### src/hdl/gpio_pkg.sv
package gpio_pkg;

    typedef logic [31:0] apb_data_t;   // APB read/write word
    typedef logic [4:0]  reg_index_t;  // PADDR[6:2]
    typedef logic [1:0]  inttype_t;    // Edge type of one pad

    // Interrupt type codes, code 3 never fires
    localparam inttype_t INT_FALL = 2'd0;
    localparam inttype_t INT_RISE = 2'd1;
    localparam inttype_t INT_BOTH = 2'd2;

    localparam int MAX_PADS   = 32;
    localparam int SYNC_GROUP = 4;     // Pads per clock enable

    // Register word indexes
    localparam reg_index_t REG_PADDIR     = 5'h00;  // 0x00
    localparam reg_index_t REG_GPIOEN     = 5'h01;  // 0x04
    localparam reg_index_t REG_PADIN      = 5'h02;  // 0x08
    localparam reg_index_t REG_PADOUT     = 5'h03;  // 0x0C
    localparam reg_index_t REG_PADOUTSET  = 5'h04;  // 0x10
    localparam reg_index_t REG_PADOUTCLR  = 5'h05;  // 0x14
    localparam reg_index_t REG_INTEN      = 5'h06;  // 0x18
    localparam reg_index_t REG_INTTYPE_LO = 5'h07;  // 0x1C, pads 0..15
    localparam reg_index_t REG_INTTYPE_HI = 5'h08;  // 0x20, pads 16..31
    localparam reg_index_t REG_INTSTATUS  = 5'h09;  // 0x24

endpackage

### src/hdl/apb_gpio.sv
`timescale 1ns/10ps

module apb_gpio
#(
    parameter int PAD_NUM        = 32,
    parameter int APB_ADDR_WIDTH = 12
)
(
    input  logic                      HCLK,
    input  logic                      HRESETn,
    input  logic [APB_ADDR_WIDTH-1:0] PADDR,
    input  gpio_pkg::apb_data_t       PWDATA,
    input  logic                      PWRITE,
    input  logic                      PSEL,
    input  logic                      PENABLE,
    output gpio_pkg::apb_data_t       PRDATA,
    output logic                      PREADY,
    output logic                      PSLVERR,
    input  logic [PAD_NUM-1:0]        gpio_in,
    output logic [PAD_NUM-1:0]        gpio_out,
    output logic [PAD_NUM-1:0]        gpio_dir,
    output logic [PAD_NUM-1:0]        gpio_in_sync,
    output logic                      interrupt
);

    import gpio_pkg::*;

    reg_index_t              reg_index;
    logic [PAD_NUM-1:0]      gpio_en;
    logic [PAD_NUM-1:0]      inten;
    inttype_t [PAD_NUM-1:0]  inttype;
    logic                    status_rd;
    logic [PAD_NUM-1:0]      pad_in;
    logic [PAD_NUM-1:0]      pad_rise;
    logic [PAD_NUM-1:0]      pad_fall;
    logic [PAD_NUM-1:0]      status;

    if (PAD_NUM < 1 || PAD_NUM > MAX_PADS)
    begin : g_pad_num_check
        $error("PAD_NUM must be in 1..%0d", MAX_PADS);
    end

    assign reg_index = PADDR[6:2];  // Word index
    assign PREADY    = 1'b1;        // No wait states
    assign PSLVERR   = 1'b0;

    gpio_reg_file #(
        .PAD_NUM (PAD_NUM)
    ) u_reg_file (
        .HCLK      (HCLK),
        .HRESETn   (HRESETn),
        .reg_index (reg_index),
        .PWDATA    (PWDATA),
        .PWRITE    (PWRITE),
        .PSEL      (PSEL),
        .PENABLE   (PENABLE),
        .pad_in    (pad_in),
        .status    (status),
        .PRDATA    (PRDATA),
        .gpio_out  (gpio_out),
        .gpio_dir  (gpio_dir),
        .gpio_en   (gpio_en),
        .inten     (inten),
        .inttype   (inttype),
        .status_rd (status_rd)
    );

    gpio_input_sync #(
        .PAD_NUM (PAD_NUM)
    ) u_input_sync (
        .HCLK     (HCLK),
        .HRESETn  (HRESETn),
        .gpio_in  (gpio_in),
        .gpio_en  (gpio_en),
        .pad_sync (gpio_in_sync),
        .pad_in   (pad_in),
        .pad_rise (pad_rise),
        .pad_fall (pad_fall)
    );

    gpio_irq_ctrl #(
        .PAD_NUM (PAD_NUM)
    ) u_irq_ctrl (
        .HCLK      (HCLK),
        .HRESETn   (HRESETn),
        .pad_rise  (pad_rise),
        .pad_fall  (pad_fall),
        .inten     (inten),
        .gpio_en   (gpio_en),
        .inttype   (inttype),
        .status_rd (status_rd),
        .status    (status),
        .interrupt (interrupt)
    );

endmodule

### src/hdl/gpio_input_sync.sv
`timescale 1ns/10ps

module gpio_input_sync
#(
    parameter int PAD_NUM = 32
)
(
    input  logic               HCLK,
    input  logic               HRESETn,
    input  logic [PAD_NUM-1:0] gpio_in,
    input  logic [PAD_NUM-1:0] gpio_en,
    output logic [PAD_NUM-1:0] pad_sync,
    output logic [PAD_NUM-1:0] pad_in,
    output logic [PAD_NUM-1:0] pad_rise,
    output logic [PAD_NUM-1:0] pad_fall
);

    import gpio_pkg::*;

    localparam int NUM_GROUPS = (PAD_NUM + SYNC_GROUP - 1) / SYNC_GROUP;

    logic [PAD_NUM-1:0]    sync0;
    logic [NUM_GROUPS-1:0] grp_en;

    // One enable per group, stands in for a clock gate
    always_comb
    begin
        grp_en = '0;
        for (int i = 0; i < PAD_NUM; i++)
            if (gpio_en[i])
                grp_en[i / SYNC_GROUP] = 1'b1;
    end

    always_ff @(posedge HCLK or negedge HRESETn)
    begin
        if (!HRESETn)
        begin
            sync0    <= '0;
            pad_sync <= '0;
            pad_in   <= '0;
        end
        else
        begin
            for (int i = 0; i < PAD_NUM; i++)
            begin
                if (grp_en[i / SYNC_GROUP])
                begin
                    sync0[i]    <= gpio_in[i];
                    pad_sync[i] <= sync0[i];
                    pad_in[i]   <= pad_sync[i];   // Edge reference
                end
            end
        end
    end

    assign pad_rise = pad_sync & ~pad_in;
    assign pad_fall = ~pad_sync & pad_in;

    a_edge_exclusive: assert property (
        @(posedge HCLK) disable iff (!HRESETn)
        (pad_rise & pad_fall) == '0
    );

endmodule

### src/hdl/gpio_irq_ctrl.sv
`timescale 1ns/10ps

module gpio_irq_ctrl
#(
    parameter int PAD_NUM = 32
)
(
    input  logic                              HCLK,
    input  logic                              HRESETn,
    input  logic [PAD_NUM-1:0]                pad_rise,
    input  logic [PAD_NUM-1:0]                pad_fall,
    input  logic [PAD_NUM-1:0]                inten,
    input  logic [PAD_NUM-1:0]                gpio_en,
    input  gpio_pkg::inttype_t [PAD_NUM-1:0]  inttype,
    input  logic                              status_rd,
    output logic [PAD_NUM-1:0]                status,
    output logic                              interrupt
);

    import gpio_pkg::*;

    logic [PAD_NUM-1:0] type_match;
    logic [PAD_NUM-1:0] irq_event;

    always_comb
    begin
        for (int i = 0; i < PAD_NUM; i++)
        begin
            case (inttype[i])
                INT_FALL: type_match[i] = pad_fall[i];
                INT_RISE: type_match[i] = pad_rise[i];
                INT_BOTH: type_match[i] = pad_rise[i] | pad_fall[i];
                default:  type_match[i] = 1'b0;   // Code 3 is silent
            endcase
        end
    end

    assign irq_event = type_match & inten & gpio_en;
    assign interrupt = |irq_event;

    // Sticky status where new events win over a clearing read
    always_ff @(posedge HCLK or negedge HRESETn)
    begin
        if (!HRESETn)
            status <= '0;
        else if (interrupt)
            status <= status | irq_event;
        else if (status_rd)
            status <= '0;
    end

    a_irq_enabled: assert property (
        @(posedge HCLK) disable iff (!HRESETn)
        interrupt |-> |(inten & gpio_en)
    );

endmodule

### src/hdl/gpio_reg_file.sv
`timescale 1ns/10ps

module gpio_reg_file
#(
    parameter int PAD_NUM = 32
)
(
    input  logic                              HCLK,
    input  logic                              HRESETn,
    input  gpio_pkg::reg_index_t              reg_index,
    input  gpio_pkg::apb_data_t               PWDATA,
    input  logic                              PWRITE,
    input  logic                              PSEL,
    input  logic                              PENABLE,
    input  logic [PAD_NUM-1:0]                pad_in,
    input  logic [PAD_NUM-1:0]                status,
    output gpio_pkg::apb_data_t               PRDATA,
    output logic [PAD_NUM-1:0]                gpio_out,
    output logic [PAD_NUM-1:0]                gpio_dir,
    output logic [PAD_NUM-1:0]                gpio_en,
    output logic [PAD_NUM-1:0]                inten,
    output gpio_pkg::inttype_t [PAD_NUM-1:0]  inttype,
    output logic                              status_rd
);

    import gpio_pkg::*;

    logic               wr_en;
    logic               rd_en;
    logic [PAD_NUM-1:0] wr_bits;

    // Zero-extend a pad vector to a bus word
    function automatic apb_data_t pad_ext(input logic [PAD_NUM-1:0] v);
        apb_data_t w;
        w = '0;
        w[PAD_NUM-1:0] = v;
        return w;
    endfunction

    assign wr_en     = PSEL && PENABLE && PWRITE;   // Access phase only
    assign rd_en     = PSEL && PENABLE && !PWRITE;
    assign wr_bits   = PWDATA[PAD_NUM-1:0];
    assign status_rd = rd_en && (reg_index == REG_INTSTATUS);

    always_ff @(posedge HCLK or negedge HRESETn)
    begin
        if (!HRESETn)
        begin
            gpio_dir <= '0;
            gpio_out <= '0;
            gpio_en  <= '0;
            inten    <= '0;
            inttype  <= '0;
        end
        else if (wr_en)
        begin
            case (reg_index)
                REG_PADDIR:    gpio_dir <= wr_bits;
                REG_GPIOEN:    gpio_en  <= wr_bits;
                REG_PADOUT:    gpio_out <= wr_bits;
                REG_PADOUTSET: gpio_out <= gpio_out | wr_bits;
                REG_PADOUTCLR: gpio_out <= gpio_out & ~wr_bits;
                REG_INTEN:     inten    <= wr_bits;
                REG_INTTYPE_LO:
                begin
                    for (int i = 0; i < PAD_NUM && i < 16; i++)
                        inttype[i] <= PWDATA[2*i +: 2];
                end
                REG_INTTYPE_HI:
                begin
                    for (int i = 16; i < PAD_NUM; i++)
                        inttype[i] <= PWDATA[2*(i-16) +: 2];
                end
                default:;      // PADIN, INTSTATUS, unmapped
            endcase
        end
    end

    always_comb
    begin
        PRDATA = '0;
        if (rd_en)
        begin
            case (reg_index)
                REG_PADDIR:    PRDATA = pad_ext(gpio_dir);
                REG_GPIOEN:    PRDATA = pad_ext(gpio_en);
                REG_PADIN:     PRDATA = pad_ext(pad_in);
                REG_PADOUT:    PRDATA = pad_ext(gpio_out);
                REG_INTEN:     PRDATA = pad_ext(inten);
                REG_INTSTATUS: PRDATA = pad_ext(status);
                REG_INTTYPE_LO:
                begin
                    for (int i = 0; i < PAD_NUM && i < 16; i++)
                        PRDATA[2*i +: 2] = inttype[i];
                end
                REG_INTTYPE_HI:
                begin
                    for (int i = 16; i < PAD_NUM; i++)
                        PRDATA[2*(i-16) +: 2] = inttype[i];
                end
                default:       PRDATA = '0;
            endcase
        end
    end

    // Bus stays quiet between reads
    a_prdata_idle: assert property (
        @(posedge HCLK) disable iff (!HRESETn)
        !(PSEL && PENABLE && !PWRITE) |-> (PRDATA == '0)
    );

endmodule

### config.mk
export PLATFORM = sky130hd
export DESIGN_NAME = apb_gpio
export DESIGN_NICKNAME = d
export VERILOG_FILES = /design/src/hdl/gpio_pkg.sv /design/src/hdl/apb_gpio.sv /design/src/hdl/gpio_input_sync.sv /design/src/hdl/gpio_irq_ctrl.sv /design/src/hdl/gpio_reg_file.sv
export SDC_FILE = /design/constraint.sdc
export NUM_CORES = 1
export LEC_CHECK = 0
export BUFFER_PORTS_ARGS = -buffer_cell sky130_fd_sc_hd__buf_4
export CAP_MARGIN = 25
export CORE_MARGIN = 2
export CORE_UTILIZATION = 47
export DETAILED_ROUTE_END_ITERATION = 12
export PLACE_DENSITY = 0.67
export SLEW_MARGIN = 20
export SYNTH_ARGS = -nofsm -noshare
export SYNTH_HDL_FRONTEND = slang
export SYNTH_HIERARCHICAL = 1
export SYNTH_SLANG_ARGS = --single-unit
export TNS_END_PERCENT = 5
### constraint.sdc
create_clock -name HCLK -period 3.41 [get_ports HCLK]
set_input_delay 0.341 -clock HCLK [delete_from_list [all_inputs] [get_ports HCLK]]
set_output_delay 0.341 -clock HCLK [all_outputs]
set_load 0.05 [all_outputs]
; ---- Yosys cells after proc, flatten, opt, wreduce, memory -nomap -nowiden
; Cells that the tools add are included.
; W data, S select, Z words.
[word_totals]
ff_bits = 320
inputBits = 81
out_inout_bits = 131
elab_cells = 292
[classes]
n_eq_ne = 73
n_mux = 69
bitwise_logic = 42
reduce_logical = 47
[op_table]
columns = operator, count
row1 = $pmux W32 S8, 1
row2 = $and A32 B32 Y32, 5
row3 = $mux W32, 3
row4 = $not A32 Y32, 3
row5 = $pmux W1 S3, 32
row6 = $pmux W32 S3, 1
row7 = $eq A2 B1 Y1 const B, 32
row8 = $eq A2 B2 Y1 const B, 32
row9 = $logic_not A2 Y1, 32
row10 = $or A32 B32 Y32, 2
row11 = $mux W1, 32
row12 = $or A1 B1 Y1, 32
row13 = $reduce_or A32 Y1, 1
row14 = $eq A5 B3 Y1 const B, 4
row15 = $reduce_and A2 Y1, 6
row16 = $eq A5 B2 Y1 const B, 2
row17 = $eq A5 B4 Y1 const B, 2
row18 = $eq A5 B1 Y1 const B, 1
row19 = $logic_not A5 Y1, 1
row20 = $logic_and A1 B1 Y1, 4
row21 = $reduce_bool A3 Y1, 1
row22 = $reduce_bool A2 Y1, 1
row23 = $logic_not A1 Y1, 1

; ---- Logic depth before layout (Yosys ltp)
; Gate-level depths: netlist of the first run.
[depth]
ltp_word = 8
mapped_depth = 8
depth_no_buf = 7

; ---- Modules after synthesis
; The synthesis of the first run kept the hierarchy.
[by_module_without_submodules]
columns = module, instances, cells_per_inst, area_per_inst_um2, seq_area_each_um2
row1 = gpio_reg_file, 1, 790, 9552.9, 4804.6
row2 = gpio_input_sync, 1, 272, 4144.0, 2402.3
row3 = gpio_irq_ctrl, 1, 242, 2095.8, 800.8
row4 = apb_gpio, 1, 4, 22.5, 0.0

; ---- Least setup slack after synthesis of the first run
; OpenSTA, ideal clock, no wires.
[synth_timing]
path_kind = input -> output
startpoint = input port PADDR[4]
endpoint = output port PRDATA[28]
arrival_ns = 2.304
required_ns = 3.069
path_slack_ns = 0.765
path_stages = 6
n_path_buf = 3
cell_sequence = buf_2 -> or3_1 -> clkbuf_1 -> buf_2 -> o22a_1 -> a31oi_1
[synth_between]
elab_chain_len = 3
word_cells_on_any_way = 10
classes_between = eq/ne: 7 / mux: 2 / reduce/logical: 1
[synth_lines]
columns = element, line
row1 = "start, declared", apb_gpio.sv:11  ; input logic [APB_ADDR_WIDTH-1:0] PADDR,
row2 = "$eq A5 B4 Y1, or another cell as far along", gpio_reg_file.sv:84  ; case (reg_index)
row3 = $pmux W32 S8 (*), gpio_reg_file.sv:84
row4 = $mux W32 (*), gpio_reg_file.sv:82  ; if (rd_en)
row5 = "end, declared", apb_gpio.sv:16  ; output gpio_pkg::apb_data_t PRDATA,
; Every way passes the cells marked *; elsewhere a longest branch is shown, timed or not.

; ---- Final worst setup path of the first run
[layout_timing]
startpoint = register u_reg_file/inttype[32] (netlist name)
endpoint = output port interrupt
[layout_between]
elab_chain_len = 5
word_cells_on_any_way = 7
classes_between = eq/ne: 2 / mux: 1 / bitwise: 2 / reduce/logical: 2
[layout_lines]
columns = element, line
row1 = "start, declared", gpio_reg_file.sv:22  ; output gpio_pkg::inttype_t [PAD_NUM-1:0] inttype,
row2 = "start signal, assigned by index", gpio_reg_file.sv:67  ; inttype[i] <= PWDATA[2*i +: 2];
row3 = "start signal, assigned by index", gpio_reg_file.sv:72  ; inttype[i] <= PWDATA[2*(i-16) +: 2];
row4 = "$eq A2 B2 Y1, or another cell as far along", gpio_irq_ctrl.sv:29  ; case (inttype[i])
row5 = $pmux W1 S3 (*), gpio_irq_ctrl.sv:29
row6 = $and A32 B32 Y32 (*) (2 in a row), gpio_irq_ctrl.sv:38  ; assign irq_event = type_match & inten & gpio_en;
row7 = $reduce_or A32 Y1 (*), gpio_irq_ctrl.sv:39  ; assign interrupt = |irq_event;
row8 = "end, declared", apb_gpio.sv:23  ; output logic interrupt
; Marked as above.

==> results of run 1 <==
## synthesized netlist by cell type, drive strengths merged (2+ instances only)
cell	n	area share, %
nor3b	3	0.17
dfrtp	320	51
xnor2	32	1.8
nor3	4	0.19
conb	2	0.047
a221oi	13	0.72
inv	2	0.047
mux2	283	20
and3	2	0.079
nor4	19	1.6
mux2i	69	4.4
nand4	3	0.12
nand3	42	1.3
nand2	45	1.1
nand4b	33	1.8
nor2	66	1.6
a21oi	78	2.5
a31oi	18	0.71
nor2b	65	2.6
buf	51	2.2
o22a	18	1.0
o211ai	25	1.2
and3b	2	0.11
o21ai	64	2.0
a22oi	13	0.62
clkbuf	23	0.55
## power groups by stage
stage               logic [W]  clock network, W  registers (W)
finish                0.00360           0.00388        0.00556
global route          0.00384           0.00410        0.00570
CTS                   0.00362           0.00395        0.00554
detailed placement    0.00361                 0        0.00560
global placement      0.00355                 0        0.00556
floorplan             0.00165                 0        0.00634
## area by class of cell
class	instances	area, sq um	area share, %
Inverter	2	7.507	0.03931
Timing Repair Buffer	245	1937	10.14
Clock buffer	56	1087	5.694
Clock inverter	8	101.3	0.5307
Tap cell	448	560.5	2.935
Sequential cell	320	8008	41.93
Multi-Input combinational cell	912	7395	38.72
## worst max-delay path by stage
stage / slack, ns / depth (start not counted) / endpoint
6_report: 0.36 / 7 / interrupt
3_5_place_dp: 0.63 / 7 / PRDATA[12]
3_3_place_gp: 0.67 / 7 / PRDATA[20]
2_1_floorplan: 0.76 / 6 / PRDATA[28]
5_1_grt: 0.30 / 7 / interrupt
4_1_cts: 0.39 / 8 / interrupt
## metal layers
| metal | wire [microns] | vias up | track usage [%] |
|---|---|---|---|
| li1 | - | 5266 | - |
| met1 | 20040 | 6031 | 36.82 |
| met2 | 21900 | 420 | 42.45 |
| met3 | 3266 | 83 | 4.503 |
| met4 | 1436 | 2 | 8.934 |
| met5 | 11 | - | 0 |
## state kept, by name, summed over array words and instances, names as in the netlist
name,count
u_reg_file/inten,32
u_input_sync/sync0,32
u_reg_file/gpio_en,32
u_reg_file/gpio_dir,32
u_reg_file/gpio_out,32
u_reg_file/inttype,64
u_irq_ctrl/status,32
u_input_sync/pad_in,32
u_input_sync/pad_sync,32
## worst max-delay path, delay by kind of cell, from the launching register on
family	cells	cell delay (ns)
flip-flops	1	0.47
buffers and inverters	2	0.24
AND/OR/NAND/NOR	3	1.07
AO/OA/AOI/OAI	1	0.21
XOR/XNOR	1	0.20
## kinds of logic (layout without fill, tap and decap cells)
family,Yosys count,in the layout,share of synthesized area (%)
AOI/OAI and AO/OA,234,234,9.059
xor gates and xnor gates,32,32,1.772
buffers and inverters,76,311,2.793
DFF,320,320,50.63
muxes,352,352,24.52
other,2,2,0.04749
and+or+nand+nor,292,292,11.18
## metrics by stage
step	hold WS [ns]	total power (W)	setup WS [ns]	instance area, sq um	instances
after floorplan	0.04541	0.007990	0.7648	15820	1308
after global placement	0.4035	0.009112	0.6695	17900	1926
after detailed placement	0.4032	0.009210	0.6325	17900	1926
after CTS	0.03675	0.01311	0.3921	19100	1991
after global routing	0.04390	0.01364	0.2994	19100	1991
final	0.05355	0.01305	0.3594	19100	1991
==> summary.md, run 1 <==
| Metric | Value |
|---|---|
| Hold_buf cts | `1` |
| EDFF count, synth | `0` |
| # H-tree levels | `2` |
| Hold_sp | `PWDATA[22]` |
| Via count | `11,802` |
| P_int | `0.008570 W` |
| Clk buf depth | `3` |
| R2R Path End | `u_irq_ctrl/status[3]$_DFFE_PN0P_` |
| Leading cell type in the layout, fill and taps excluded | `dfrtp_1` |
| P per Cell Area | `683.3 nW/um^2` |
| R2R depth | `7` |
| Library cells used by synthesis | `51` |
| Resize count post-CTS | `0` |
| Die Y | `187.4 microns` |
| Gr usage total | `26.53%` |
| Most frequent cells in the layout | `dfrtp_1 (320), mux2_2 (272), buf_4 (236)` |
| CP max-delay cell | `nor4_1` |
| Max-cap violations | `0` |
| Worst skew pair latency | `0.52 ns` |
| Asr flop ratio synth | `100.0%` |
| Final period util | `89.46%` |
| Die W | `187.4 microns` |
| DRT iter0 DRCs | `960` |
| Drc violations | `0` |
| CTS tree | `built` |
| Outcome | `complete, no violations` |
| Synth warnings | `6` |
| Max IR drop VDD | `0.6932 mV` |
| Root Driver | `clkbuf_16` |
| Final hold violation count | `0` |
| Share of layout cells above drive strength 1 | `38.43%` |
| CP Max Fanout | `4` |
| Unrepaired setup endpoints after global routing | `false` |
| Final setup fails | `0` |
| Net Count, Synth | `1,389` |
| Die ar. | `35,130 sq um` |
| Number of CTS-inserted buffers | `36` |
| Filler cells | `2,871` |
| Final max-slew violation count | `0` |
| Routed Antenna Nets | `0` |
| Critical path class | `flip-flop to output pin` |
| CP Launch Type | `flip-flop` |
| DRT Wirelength | `46,650 microns` |
| Mapped Cells | `1,308` |
| Global route overflow | `0` |
| Detailed-route vias per instance | `5.928` |
| Slowest stage delay, CP | `0.56 ns` |
| Clk_skew | `0.01029 ns` |
| Ys flop type | `dfrtp_1` |
| CTS clk-pin slew, worst paths | `0.06 ns` |
| Seq cells post-synth | `320` |
| Hpwl dp | `31,930 microns` |
| CP required | `3.07 ns` |
| Global-route wire length before repair | `71,690 microns` |
| CP Cell Sequence | `xnor2_1 -> o21ai_0 -> nor4_1 -> nand4_1 -> nor2_4 -> inv_1 -> buf_4` |
| Layout area overhead | `20.74%` |
| Final cell utilization of the core | `57.23%` |
| Site Rows | `67` |
| Vias in the first global route | `11,666` |
| Hold Path Cell Cnt | `2` |
| Synth Area per Inst | `12.09 sq um` |
| Gpl congestion | `0.8692` |
| Leak | `8.465 nW` |
| Buffers on Ports | `202` |
| Clock sinks | `320` |
| Clk network pwr share | `29.7%` |
| NumNets Final | `1,598` |
| Critical path arrival | `2.71 ns` |
| Setup TNS Final | `0 ns` |
| Slew margin rel. | `40.28%` |
| Ant diodes | `0` |
| Sequential element share of the synthesized area | `50.63%` |
| Minimum clock period | `3.051 ns` |
| Hold endpoint | `u_reg_file/gpio_out[22]$_DFFE_PN0P_` |
| Router iterations before antenna repair | `5` |
| WL/cell | `23.43 microns` |
| Initial antenna violation count | `1` |
| Synth Cell Area | `15,820 sq um` |
| Crit end category | `output pin` |
| Worst Setup SP | `u_reg_file/inttype[32]$_DFFE_PN0P_` |
| Largest net degree at the start of global routing | `84` |
| Sequential share of power | `42.6%` |
| HP Class | `input port to flip-flop` |
| Post-CTS Repair Setup Buffers | `0` |
| NetSw | `0.004479 W` |
| Initial Utilization | `47.40%` |
| FMAX | `0.3278 GHz` |
| Register-to-Register Setup Slack | `0.87 ns` |
| Logic pwr share | `27.6%` |
| Slew @ Worst Pin | `0.8864 ns` |
| Switch share | `34.32%` |
| R2R Path Start | `u_reg_file/inttype[32]$_DFFE_PN0P_` |
| Core area | `33,360 sq um` |
| Boundary pin count | `212` |
Note: power is estimated with default switching activity, not from simulation.
==> inputs of run 2 (changes only) <==
PLACE_DENSITY = unset   (was 0.67)
PLACE_DENSITY_LB_ADDON = 0.1   (was unset)
==> summary.md, run 2 (same netlist as run 1, synthesis figures left out) <==
| Metric | Value |
|---|---|
| Critical path arrival | `2.83 ns` |
| Clock sinks | `320` |
| Largest net degree at the start of global routing | `75` |
| Max-cap violations | `0` |
| R2R Path End | `u_irq_ctrl/status[9]$_DFFE_PN0P_` |
| NumNets Final | `1,602` |
| Global route overflow | `0` |
| Share of layout cells above drive strength 1 | `38.34%` |
| Final setup fails | `0` |
| NetSw | `0.004464 W` |
| R2R Path Start | `u_input_sync/pad_in[1]$_DFFE_PN0P_` |
| Hold_buf cts | `1` |
| DRT iter0 DRCs | `732` |
| CP Max Fanout | `10` |
| Slew @ Worst Pin | `0.9343 ns` |
| Unrepaired setup endpoints after global routing | `false` |
| Routed Antenna Nets | `0` |
| Hold_sp | `PWDATA[23]` |
| R2R depth | `8` |
| Clk_skew | `0.01244 ns` |
| Most frequent cells in the layout | `dfrtp_1 (320), mux2_2 (272), buf_4 (239)` |
| Leak | `8.443 nW` |
| Core area | `33,360 sq um` |
| Total power draw | `0.01291 W` |
| CTS tree | `built` |
| Final max-slew violation count | `0` |
| Logic pwr share | `27.9%` |
| Largest Register | `u_reg_file/inttype` |
| Hold endpoint | `u_reg_file/gpio_out[23]$_DFFE_PN0P_` |
| Drc violations | `0` |
| Initial Utilization | `47.40%` |
| Resize count post-CTS | `0` |
| Site Rows | `67` |
| Detailed-route vias per instance | `5.872` |
| Final hold violation count | `0` |
| P per Cell Area | `677.5 nW/um^2` |
| Die Y | `187.4 microns` |
| Hpwl dp | `32,680 microns` |
| Vias in the first global route | `11,699` |
| P_int | `0.008445 W` |
| Clk buf depth | `3` |
| Hold Path Cell Cnt | `2` |
| WL/cell | `24.00 microns` |
| Root Driver | `clkbuf_16` |
| Minimum clock period | `3.168 ns` |
| Inst Count DP | `1,928` |
| CP Launch Type | `flip-flop` |
| Die ar. | `35,130 sq um` |
| Critical path class | `flip-flop to output pin` |
| Crit end category | `output pin` |
| CP required | `3.07 ns` |
| Die W | `187.4 microns` |
| # H-tree levels | `2` |
| Largest register FFs | `64` |
| Final cell utilization of the core | `57.11%` |
| Non-filler cells, final | `1,993` |
| DRT Wirelength | `47,840 microns` |
| Global-route wire length before repair | `73,230 microns` |
| Post-CTS Repair Setup Buffers | `0` |
| Switch share | `34.58%` |
| Clk network pwr share | `29.0%` |
| CTS clk-pin slew, worst paths | `0.06 ns` |
| Sequential share of power | `43.1%` |
| Post-place setup slack | `0.6784 ns` |
| Router iterations before antenna repair | `5` |
| Leading cell type in the layout, fill and taps excluded | `dfrtp_1` |
| Buffers on Ports | `202` |
| FMAX | `0.3156 GHz` |
| Worst skew pair latency | `0.51 ns` |
| HP Class | `input port to flip-flop` |
| Max IR drop VDD | `0.5184 mV` |
| Slew margin rel. | `37.24%` |
| Boundary pin count | `212` |
| Gpl congestion | `0.8604` |
| Number of CTS-inserted buffers | `38` |
| Post-route setup slack | `0.2416 ns` |
| Setup TNS Final | `0 ns` |
| Final period util | `92.92%` |
| Gr usage total | `27.38%` |
| Initial antenna violation count | `1` |
| Via count | `11,703` |
| Layout area overhead | `20.47%` |
| Outcome | `complete, no violations` |
| Register-to-Register Setup Slack | `0.78 ns` |
==> run 2: changes by cell type in the layout (fill, tap and decap cells not counted) <==
| cell | change |
|---|---|
| clkinv_4 | +1 |
| clkbuf_8 | -3 |
| buf_4 | +3 |
| clkbuf_1 | +2 |
| inv_6 | -2 |
| clkinv_2 | +1 |
| diode_2 | +1 |
| buf_12 | -1 |
| clkbuf_16 | +2 |
| bufinv_16 | -2 |
==> run 2: worst max-delay path by stage <==
stage / from / to / slack, ns / cells past startpoint
2_1_floorplan: PADDR[4] / PRDATA[28] / 0.76 / 6
3_3_place_gp: PADDR[3] / PRDATA[16] / 0.68 / 7
3_5_place_dp: PADDR[3] / PRDATA[16] / 0.68 / 7
4_1_cts: u_reg_file/inttype[42]$_DFFE_PN0P_ / interrupt / 0.18 / 8
5_1_grt: u_input_sync/pad_in[0]$_DFFE_PN0P_ / interrupt / 0.12 / 8
6_report: u_input_sync/pad_in[1]$_DFFE_PN0P_ / interrupt / 0.24 / 8
==> run 2: through the flow <==
| stage | hold slack [ns] | cell area [sq um] |
|---|---|---|
| floorplan | 0.04541 | 15820 |
| global placement | 0.3421 | 17900 |
| detailed placement | 0.3482 | 17900 |
| CTS | 0.04288 | 19050 |
| global route | 0.04682 | 19050 |
| finish | 0.05714 | 19050 |
==> run 2: critical path, cell delays in order, from the launching register on <==
cell and delay (ns):
dfrtp_1 0.41, nor2b_1 0.15, nand4b_1 0.09, o21ai_0 0.16
nor4_1 0.60, nand4_1 0.26, nor2_4 0.37, inv_1 0.08
buf_4 0.20
==> run 2: power groups by stage <==
stage	registers, W	logic, W	clock network (W)
floorplan	0.00634	0.00165	0
detailed placement	0.00561	0.00361	0
CTS	0.00556	0.00362	0.00383
finish	0.00556	0.00360	0.00375
global placement	0.00558	0.00356	0
global route	0.00571	0.00384	0.00398
==> run 2: routing by layer <==
metal  share of wire [%]  global-route usage (%)  vias to the layer above
met1                  43                   37.83                     5944
met5                   0                       0                        -
met2                  47                   44.21                      437
met3                 7.1                   5.253                       79
li1                    -                       -                     5243
met4                 2.5                   7.783                        0
==> run 2: cell type report <==
type,instances,area [sq um]
clock buffer,57,1104
tap,448,560.5
antenna,1,2.502
timing repair buffer,247,1939
inverter,2,7.507
sequential,320,8008
multi-input combinational,912,7395
clock inverter,6,37.54
fill,2892,14310
